--- config.mk ---
export PLATFORM = sky130hd
export DESIGN_NAME = master_trig_top
export DESIGN_NICKNAME = d
export VERILOG_FILES = /design/src/common/trig_types_pkg.sv /design/src/common/trig_ctrl_pkg.sv /design/src/logic/trig_capture.sv /design/src/logic/run_timer.sv /design/src/logic/trig_delay_buffer.sv /design/src/trig_output/trig_fifo.sv /design/src/trig_output/trig_output.sv /design/src/logic/master_trig_top.sv
export SDC_FILE = /design/constraint.sdc
export NUM_CORES = 2
export LEC_CHECK = 0
export ABC_AREA = 1
export CORE_ASPECT_RATIO = 0.7
export CORE_UTILIZATION = 35
export DETAILED_ROUTE_END_ITERATION = 7
export DONT_BUFFER_PORTS = 1
export PLACE_DENSITY = 0.53
export SYNTH_ARGS = -nofsm -noshare
export SYNTH_HDL_FRONTEND = slang
export SYNTH_HIERARCHICAL = 1
export SYNTH_SLANG_ARGS = --single-unit
--- constraint.sdc ---
create_clock -name sysclk_i -period 2.8 [get_ports sysclk_i]
set_clock_uncertainty 0.2 [all_clocks]
set_input_delay 0.28 -clock sysclk_i [delete_from_list [all_inputs] [get_ports sysclk_i]]
set_output_delay 0.28 -clock sysclk_i [all_outputs]
set_load 0.02 [all_outputs]
--- src/common/trig_types_pkg.sv ---
package trig_types_pkg;

    // widest buffer address that fits in an output word
    localparam int MAX_ADDR_BITS = 12;

    // trigger word layout: flag on top, address from bit 2 up
    localparam int TRIG_FLAG_BIT = 15;
    localparam int ADDR_LSB = 2;

    // one source's trigger word
    typedef logic [15:0] trig_word_t;

    // address field of an output word
    typedef logic [MAX_ADDR_BITS-1:0] out_addr_t;

    // output stream word, tag 2'b10 + address + two pad bits
    typedef logic [15:0] trigout_word_t;

endpackage

--- src/common/trig_ctrl_pkg.sv ---
package trig_ctrl_pkg;

    // width of each configuration field
    localparam int CFG_BITS = 16;

    // run sequencing
    typedef enum logic [1:0] {
        RUN_IDLE,
        RUN_LAT_WAIT,
        RUN_READOUT
    } run_state_t;

    // offset, latency or holdoff setting
    typedef logic [CFG_BITS-1:0] cfg_t;

    // latency parked at max while idle so readout never starts by accident
    localparam cfg_t LATENCY_IDLE = '1;

endpackage

--- src/logic/trig_capture.sv ---
`timescale 1ns/1ps

module trig_capture #(
    parameter int NSRC      = 4,
    parameter int ADDR_BITS = 8
) (
    input  logic                                     sysclk_i,
    input  logic                                     runrst_i,
    input  trig_types_pkg::trig_word_t [NSRC-1:0]    trigin_dat_i,
    input  logic                                     trigin_valid_i,
    input  logic [NSRC-1:0]                          trigmask_i,
    input  logic                                     trigmask_update_i,
    input  logic                                     running_i,
    output logic [NSRC-1:0]                          wr_req_o,
    output logic [NSRC-1:0][ADDR_BITS-1:0]           wr_addr_o
);

    // set bit = source disabled
    logic [NSRC-1:0] trig_mask;
    // per-source trigger qualified by valid, flag, mask and run
    logic [NSRC-1:0] trig_hit;

    // mask update wins over reset so both can land on one edge
    always_ff @(posedge sysclk_i) begin
        if (trigmask_update_i) begin
            trig_mask <= trigmask_i;
        end else if (runrst_i) begin
            // everything masked until software says otherwise
            trig_mask <= '1;
        end
    end

    always_comb begin
        for (int s = 0; s < NSRC; s++) begin
            trig_hit[s] = trigin_valid_i
                        & trigin_dat_i[s][trig_types_pkg::TRIG_FLAG_BIT]
                        & ~trig_mask[s]
                        & running_i;
        end
    end

    // write request, one cycle after the word is sampled
    always_ff @(posedge sysclk_i) begin
        if (runrst_i) begin
            wr_req_o <= '0;
        end else begin
            wr_req_o <= trig_hit;
        end
    end

    // address rides along with the request
    // bottom bits of the word are not part of the address
    always_ff @(posedge sysclk_i) begin
        for (int s = 0; s < NSRC; s++) begin
            wr_addr_o[s] <= trigin_dat_i[s][trig_types_pkg::ADDR_LSB +: ADDR_BITS];
        end
    end

endmodule

--- src/logic/run_timer.sv ---
`timescale 1ns/1ps

module run_timer #(
    parameter int ADDR_BITS = 8
) (
    input  logic                   sysclk_i,
    input  logic                   runrst_i,
    input  logic                   runstop_i,
    input  trig_ctrl_pkg::cfg_t    trig_offset_i,
    input  trig_ctrl_pkg::cfg_t    trig_latency_i,
    input  trig_ctrl_pkg::cfg_t    trig_holdoff_i,
    output logic                   running_o,
    output logic                   readout_active_o,
    output logic [ADDR_BITS-1:0]   readout_addr_o,
    output logic [ADDR_BITS-1:0]   address_o,
    output trig_ctrl_pkg::cfg_t    offset_cfg_o,
    output trig_ctrl_pkg::cfg_t    holdoff_cfg_o
);

    trig_ctrl_pkg::run_state_t state;
    trig_ctrl_pkg::cfg_t       latency_cfg;
    // cycles spent in latency wait so far
    trig_ctrl_pkg::cfg_t       lat_cnt;
    // count value on the last latency-wait cycle
    trig_ctrl_pkg::cfg_t       lat_last;
    logic [ADDR_BITS-1:0]      cur_addr;
    logic [ADDR_BITS-1:0]      rd_addr;

    assign lat_last = latency_cfg - trig_ctrl_pkg::cfg_t'(1);

    // runrst beats runstop
    always_ff @(posedge sysclk_i) begin
        if (runrst_i) begin
            // zero latency skips the wait entirely
            state <= (trig_latency_i == '0) ? trig_ctrl_pkg::RUN_READOUT
                                            : trig_ctrl_pkg::RUN_LAT_WAIT;
        end else if (runstop_i) begin
            state <= trig_ctrl_pkg::RUN_IDLE;
        end else if (state == trig_ctrl_pkg::RUN_LAT_WAIT && lat_cnt == lat_last) begin
            state <= trig_ctrl_pkg::RUN_READOUT;
        end
    end

    // settings captured at run start
    always_ff @(posedge sysclk_i) begin
        if (runrst_i) begin
            offset_cfg_o  <= trig_offset_i;
            holdoff_cfg_o <= trig_holdoff_i;
            latency_cfg   <= trig_latency_i;
        end else if (runstop_i) begin
            latency_cfg   <= trig_ctrl_pkg::LATENCY_IDLE;
        end
    end

    // lat_cnt is 0 on the first running cycle
    always_ff @(posedge sysclk_i) begin
        if (runrst_i || state == trig_ctrl_pkg::RUN_IDLE) begin
            lat_cnt <= '0;
        end else if (state == trig_ctrl_pkg::RUN_LAT_WAIT) begin
            lat_cnt <= lat_cnt + trig_ctrl_pkg::cfg_t'(1);
        end
    end

    // current address, 0 on first running cycle, wraps naturally
    always_ff @(posedge sysclk_i) begin
        if (runrst_i || state == trig_ctrl_pkg::RUN_IDLE) begin
            cur_addr <= '0;
        end else begin
            cur_addr <= cur_addr + 1'b1;
        end
    end

    // readout address trails cur_addr by exactly the latency
    always_ff @(posedge sysclk_i) begin
        if (runrst_i || state != trig_ctrl_pkg::RUN_READOUT) begin
            rd_addr <= '0;
        end else begin
            rd_addr <= rd_addr + 1'b1;
        end
    end

    assign running_o        = (state != trig_ctrl_pkg::RUN_IDLE);
    assign readout_active_o = (state == trig_ctrl_pkg::RUN_READOUT);
    assign address_o        = cur_addr;
    assign readout_addr_o   = rd_addr;

endmodule

--- src/logic/trig_delay_buffer.sv ---
`timescale 1ns/1ps

module trig_delay_buffer #(
    parameter int NSRC      = 4,
    parameter int ADDR_BITS = 8
) (
    input  logic                             sysclk_i,
    input  logic                             runrst_i,
    input  logic [NSRC-1:0]                  wr_req_i,
    input  logic [NSRC-1:0][ADDR_BITS-1:0]   wr_addr_i,
    input  logic                             readout_active_i,
    input  logic [ADDR_BITS-1:0]             readout_addr_i,
    output logic                             hit_o,
    output logic [ADDR_BITS-1:0]             hit_addr_o
);

    localparam int DEPTH = 2 ** ADDR_BITS;

    // one flag per buffer address, per source
    logic [DEPTH-1:0] flag_mem [NSRC];
    // flags at the current readout address
    logic [NSRC-1:0]  rd_flags;

    always_comb begin
        for (int s = 0; s < NSRC; s++) begin
            rd_flags[s] = flag_mem[s][readout_addr_i];
        end
    end

    // whole buffer wipes at run start so old triggers never leak out
    always_ff @(posedge sysclk_i) begin
        if (runrst_i) begin
            for (int s = 0; s < NSRC; s++) begin
                flag_mem[s] <= '0;
            end
        end else begin
            for (int s = 0; s < NSRC; s++) begin
                // read-and-clear at readout address
                if (readout_active_i) begin
                    flag_mem[s][readout_addr_i] <= 1'b0;
                end
                // later assignment, so a same-edge write beats the clear
                if (wr_req_i[s]) begin
                    flag_mem[s][wr_addr_i[s]] <= 1'b1;
                end
            end
        end
    end

    // any source flagged at this address is one hit
    always_ff @(posedge sysclk_i) begin
        if (runrst_i) begin
            hit_o <= 1'b0;
        end else begin
            hit_o <= readout_active_i & (|rd_flags);
        end
    end

    always_ff @(posedge sysclk_i) begin
        hit_addr_o <= readout_addr_i;
    end

endmodule

--- src/trig_output/trig_fifo.sv ---
`timescale 1ns/1ps

module trig_fifo #(
    parameter int FIFO_DEPTH = 4,
    parameter int WIDTH      = 16
) (
    input  logic               sysclk_i,
    input  logic               runrst_i,
    input  logic               flush_i,
    input  logic               wr_en_i,
    input  logic [WIDTH-1:0]   wr_data_i,
    output logic [WIDTH-1:0]   rd_data_o,
    output logic               rd_valid_o,
    input  logic               rd_ready_i
);

    localparam int PTR_W = (FIFO_DEPTH > 1) ? $clog2(FIFO_DEPTH) : 1;
    localparam int CNT_W = $clog2(FIFO_DEPTH + 1);
    localparam logic [PTR_W-1:0] PTR_LAST = PTR_W'(FIFO_DEPTH - 1);
    localparam logic [CNT_W-1:0] CNT_FULL = CNT_W'(FIFO_DEPTH);

    logic [WIDTH-1:0] mem [FIFO_DEPTH];
    logic [PTR_W-1:0] wr_ptr;
    logic [PTR_W-1:0] rd_ptr;
    logic [CNT_W-1:0] count;
    logic             push;
    logic             pop;

    // full means the new word is simply lost
    assign push = wr_en_i & (count != CNT_FULL);
    assign pop  = rd_valid_o & rd_ready_i;

    always_ff @(posedge sysclk_i) begin
        if (runrst_i || flush_i) begin
            wr_ptr <= '0;
            rd_ptr <= '0;
            count  <= '0;
        end else begin
            if (push) begin
                wr_ptr <= (wr_ptr == PTR_LAST) ? '0 : wr_ptr + 1'b1;
            end
            if (pop) begin
                rd_ptr <= (rd_ptr == PTR_LAST) ? '0 : rd_ptr + 1'b1;
            end
            count <= count + CNT_W'(push) - CNT_W'(pop);
        end
    end

    always_ff @(posedge sysclk_i) begin
        if (push) begin
            mem[wr_ptr] <= wr_data_i;
        end
    end

    // head word shown as soon as it lands
    assign rd_data_o  = mem[rd_ptr];
    // flush hides stale words during the cycle they are dropped
    assign rd_valid_o = (count != '0) & ~flush_i;

endmodule

--- src/trig_output/trig_output.sv ---
`timescale 1ns/1ps

module trig_output #(
    parameter int ADDR_BITS  = 8,
    parameter int FIFO_DEPTH = 4
) (
    input  logic                            sysclk_i,
    input  logic                            runrst_i,
    input  logic                            running_i,
    input  logic                            hit_i,
    input  logic [ADDR_BITS-1:0]            hit_addr_i,
    input  trig_ctrl_pkg::cfg_t             offset_cfg_i,
    input  trig_ctrl_pkg::cfg_t             holdoff_cfg_i,
    output trig_types_pkg::trigout_word_t   trigout_tdata_o,
    output logic                            trigout_tvalid_o,
    input  logic                            trigout_tready_i
);

    localparam int WORD_BITS = $bits(trig_types_pkg::trigout_word_t);

    // hits still to be swallowed after the last accepted one
    trig_ctrl_pkg::cfg_t             hold_cnt;
    logic                            accept;
    logic [ADDR_BITS-1:0]            rel_addr;
    trig_types_pkg::out_addr_t       word_addr;
    trig_types_pkg::trigout_word_t   word_d;
    logic                            fifo_wr_en;
    trig_types_pkg::trigout_word_t   fifo_wr_data;
    logic                            fifo_flush;

    assign accept = hit_i & running_i & (hold_cnt == '0);

    // offset wraps within the buffer range
    assign rel_addr = hit_addr_i - offset_cfg_i[ADDR_BITS-1:0];

    // zero-extend into the 12-bit address field
    always_comb begin
        word_addr = '0;
        word_addr[ADDR_BITS-1:0] = rel_addr;
    end

    // tag 10, address, zero pad below
    assign word_d = {2'b10, word_addr, {trig_types_pkg::ADDR_LSB{1'b0}}};

    // holdoff H drops the next H readout addresses
    always_ff @(posedge sysclk_i) begin
        if (runrst_i || !running_i) begin
            hold_cnt <= '0;
        end else if (accept) begin
            hold_cnt <= holdoff_cfg_i;
        end else if (hold_cnt != '0) begin
            hold_cnt <= hold_cnt - trig_ctrl_pkg::cfg_t'(1);
        end
    end

    // FIFO write one cycle after the hit
    always_ff @(posedge sysclk_i) begin
        if (runrst_i) begin
            fifo_wr_en <= 1'b0;
        end else begin
            fifo_wr_en <= accept;
        end
    end

    always_ff @(posedge sysclk_i) begin
        fifo_wr_data <= word_d;
    end

    // nothing pending survives a stop
    assign fifo_flush = ~running_i;

    trig_fifo #(
        .FIFO_DEPTH (FIFO_DEPTH),
        .WIDTH      (WORD_BITS)
    ) trig_fifo_inst (
        .sysclk_i   (sysclk_i),
        .runrst_i   (runrst_i),
        .flush_i    (fifo_flush),
        .wr_en_i    (fifo_wr_en),
        .wr_data_i  (fifo_wr_data),
        .rd_data_o  (trigout_tdata_o),
        .rd_valid_o (trigout_tvalid_o),
        .rd_ready_i (trigout_tready_i)
    );

endmodule

--- src/logic/master_trig_top.sv ---
`timescale 1ns/1ps

module master_trig_top #(
    parameter int NSRC       = 4,
    parameter int ADDR_BITS  = 8,
    parameter int FIFO_DEPTH = 4
) (
    input  logic                                   sysclk_i,
    input  logic                                   runrst_i,
    input  logic                                   runstop_i,
    input  trig_types_pkg::trig_word_t [NSRC-1:0]  trigin_dat_i,
    input  logic                                   trigin_valid_i,
    input  logic [NSRC-1:0]                        trigmask_i,
    input  logic                                   trigmask_update_i,
    input  trig_ctrl_pkg::cfg_t                    trig_offset_i,
    input  trig_ctrl_pkg::cfg_t                    trig_latency_i,
    input  trig_ctrl_pkg::cfg_t                    trig_holdoff_i,
    output logic                                   running_o,
    output logic [ADDR_BITS-1:0]                   address_o,
    output trig_types_pkg::trigout_word_t          trigout_tdata_o,
    output logic                                   trigout_tvalid_o,
    input  logic                                   trigout_tready_i
);

    // run control fan-out
    logic                            running;
    logic                            readout_active;
    logic [ADDR_BITS-1:0]            readout_addr;
    trig_ctrl_pkg::cfg_t             offset_cfg;
    trig_ctrl_pkg::cfg_t             holdoff_cfg;
    // capture into buffer
    logic [NSRC-1:0]                 wr_req;
    logic [NSRC-1:0][ADDR_BITS-1:0]  wr_addr;
    // buffer readout
    logic                            hit;
    logic [ADDR_BITS-1:0]            hit_addr;

    trig_capture #(
        .NSRC      (NSRC),
        .ADDR_BITS (ADDR_BITS)
    ) trig_capture_inst (
        .sysclk_i          (sysclk_i),
        .runrst_i          (runrst_i),
        .trigin_dat_i      (trigin_dat_i),
        .trigin_valid_i    (trigin_valid_i),
        .trigmask_i        (trigmask_i),
        .trigmask_update_i (trigmask_update_i),
        .running_i         (running),
        .wr_req_o          (wr_req),
        .wr_addr_o         (wr_addr)
    );

    run_timer #(
        .ADDR_BITS (ADDR_BITS)
    ) run_timer_inst (
        .sysclk_i         (sysclk_i),
        .runrst_i         (runrst_i),
        .runstop_i        (runstop_i),
        .trig_offset_i    (trig_offset_i),
        .trig_latency_i   (trig_latency_i),
        .trig_holdoff_i   (trig_holdoff_i),
        .running_o        (running),
        .readout_active_o (readout_active),
        .readout_addr_o   (readout_addr),
        .address_o        (address_o),
        .offset_cfg_o     (offset_cfg),
        .holdoff_cfg_o    (holdoff_cfg)
    );

    trig_delay_buffer #(
        .NSRC      (NSRC),
        .ADDR_BITS (ADDR_BITS)
    ) trig_delay_buffer_inst (
        .sysclk_i         (sysclk_i),
        .runrst_i         (runrst_i),
        .wr_req_i         (wr_req),
        .wr_addr_i        (wr_addr),
        .readout_active_i (readout_active),
        .readout_addr_i   (readout_addr),
        .hit_o            (hit),
        .hit_addr_o       (hit_addr)
    );

    trig_output #(
        .ADDR_BITS  (ADDR_BITS),
        .FIFO_DEPTH (FIFO_DEPTH)
    ) trig_output_inst (
        .sysclk_i         (sysclk_i),
        .runrst_i         (runrst_i),
        .running_i        (running),
        .hit_i            (hit),
        .hit_addr_i       (hit_addr),
        .offset_cfg_i     (offset_cfg),
        .holdoff_cfg_i    (holdoff_cfg),
        .trigout_tdata_o  (trigout_tdata_o),
        .trigout_tvalid_o (trigout_tvalid_o),
        .trigout_tready_i (trigout_tready_i)
    );

    assign running_o = running;

endmodule

==> reports/metrics.csv <==
metric,value,unit
setup_ws,-174.4,ps
vias,59660,
ys_warn_count,6,
finalSetupViolCount,3,
cellLeakagePower,28.61,nW
syn_inst,7808,
max-vdd-ir-drop,593.4,µV
num_rows,131,
antenna_found_initial,13,
power.clock.fraction,41.6,%
cts_tree,yes,
seq_area,36280,µm²
rsz0062_at_grt,yes,
initial_core_util,35.37,%
finish.instance_area,77130,µm²
fin_crit_sh,106.2,%
drt_iter0_drc,8555,
slowest_stage,dfxtp_4,
port_buffers,0,
grt_pass1_vias,53140,
antenna_left,0,
grt_pass1_wl,381100,µm
p_sw,11.70,mW
tightest_slew,1125,ps
cp_slowest_stage_delay,530,ps
drive_above_1_share,11.01,%
hold-worst-slack,-316.6,ps
dp_hpwl,170200,µm
status,"finished, violations left",
multiInputGateArea,24980,µm²
die_area,186400,µm²
gp_congestion,0.9657,
worst_setup_path_end_kind,register,
grt_max_degree,295,
min_period,2974,ps
clk_pin_slew,60,ps
violations,"negative hold slack, negative setup slack",
placed_cells,10060,
pwr-share-seq,47.9,%
fill_cells,18120,
core_region_area,182800,µm²
critPathArrivalTime,3470,ps
post_synth.cell_area_avg,8.278,µm²
placed_area,69500,µm²
die_w,515.6,µm
nets,8129,
clk_latency,810,ps
internal_power,32.91,mW
p_sw_share,26.22,%
path_class,register to register,
cts_buffers,138,
crit_required,3300,ps
start_kind,register,
drc_errors,0,
hold_path_class,input pin to register,
slew_viol_final,0,
ctsHtreeMaxLevel,4,
avgViaCountPerCell,5.652,
grt_usage,28.60,%
hold_viol,598,
pin_count,148,
cap_violations,0,
cpMostUsedCell,nand2_1,
first_pass_iters,7,
routedWlPerCell,26.60,µm
area_delta_synth_final,19.33,%
power_density,578.3,nW/µm²
finalPower,44.60,mW
totalWireLength,280800,µm
combPwrFrac,10.5,%
relSlewSlack,24.74,%
syn_area,64640,µm²
fin_cells,10560,
path_max_fanout,23,
cp_cell_sequence,buf_12 -> nor2_4 -> buf_12 -> buf_12 -> nand2_1 -> nand4_1 -> nand2_1 -> nand2_1 -> nor2_1 -> nor2_1 -> nor2_1 -> nand2_1 -> nand2_1 -> nand2_1 -> nor2_2 -> nand2_2 -> nor2_2 -> nor2_1,
grt_overflow,0,
cts.sinks,1245,
cts-root-buf,clkbuf_16,
max_freq,336.2,MHz
die_h,361.5,µm
cts_max_path_buffers,3,
flip-flops by register name, indices dropped and copies added (netlist names), 2 cells and up, named ones only:
name and count:
run_timer_inst/latency_cfg 16, trig_capture_inst/wr_addr_o 32, trig_output_inst/trig_fifo_inst/rd_ptr 2, trig_capture_inst/wr_req_o 4
run_timer_inst/address_o 8, trig_delay_buffer_inst/flag_mem 1024, run_timer_inst/holdoff_cfg_o 16, run_timer_inst/readout_addr_o 8
trig_output_inst/trig_fifo_inst/mem 64, trig_output_inst/hold_cnt 16, run_timer_inst/lat_cnt 16, trig_delay_buffer_inst/hit_addr_o 8
trig_capture_inst/trig_mask 4, trig_output_inst/fifo_wr_data 8, run_timer_inst/state 2, run_timer_inst/offset_cfg_o 8
trig_output_inst/trig_fifo_inst/count 3, trig_output_inst/trig_fifo_inst/wr_ptr 2
timing repair:
item	CTS	global route
setup endpoints to repair	15	401
hold endpoints to repair	1151	187
setup buffers	4	25
hold buffers	190	10
resized for setup	27	89
pin swaps	3	31
cloned	1	18
cell usage in the layout (no fill, tap or decap), types with 108 or more instances in the layout:
master / instances
a21oi_1: 245
buf_12: 109
buf_4: 299
clkbuf_16: 155
dfxtp_1: 108
dlygate4sd3_1: 196
edfxtp_1: 1134
inv_1: 279
nand2_1: 2075
nand3_1: 345
nand4_1: 130
nor2_1: 1437
o21ai_0: 1042
per-layer routing:
metal  up-vias  part of all wire [%]  track usage, %
met1     28940                    40           39.66
met4         8                   4.3           11.01
met5         -                 0.067               0
met3       580                    15           9.612
met2      3863                    41           40.79
li1      26270                     -               -
critical path: cells and delay by family (launching register included):
family	cells	cell delay [ps]
buf+inv	3	460
simple gates	15	1570
flops	1	530
worst paths after layout:
kind                                     from                                        end  slack (ps)  depth (start not counted)
min reg2reg  trig_output_inst/fifo_wr_data[2]  trig_output_inst/trig_fifo_inst/mem[2][2]         280                          0
max reg2reg  run_timer_inst/readout_addr_o[0]               trig_delay_buffer_inst/hit_o        -170                         18
min                                  runrst_i    trig_delay_buffer_inst/flag_mem[2][188]        -320                          2
max          run_timer_inst/readout_addr_o[0]               trig_delay_buffer_inst/hit_o        -170                         18
power groups by stage:
stage               logic [mW]  registers, mW  clock network, mW
floorplan                 2.96           21.6                  0
global placement          4.07           21.7                  0
detailed placement        4.13           21.8                  0
CTS                       4.39           21.4               18.8
global route              5.10           21.4               19.5
finish                    4.67           21.4               18.6
layout make-up:
type                       count  area share, %
multi-input combinational   5654          32.39
clock buffer                 182          4.904
timing repair buffer         638          9.219
timing repair inverter         1        0.01460
inverter                     307          1.552
clock inverter                66         0.8808
antenna                        3       0.009733
tap                         2460          3.991
sequential                  1245          47.04
metrics by stage:
stage                     util [%]  hold slack (ps)  setup TNS, ps  worst slack [ps]
final                        42.20           -316.6         -195.8            -174.4
after global routing         42.20           -384.5         -194.7            -164.5
after CTS                    41.61           -649.0         -12.20            -12.20
after detailed placement     38.03            107.8         -530.6            -449.4
after global placement       38.03            107.8         -482.4            -480.1
after floorplan                  -            107.7              0             254.2
No activity file was read; power rests on OpenSTA's default activity.
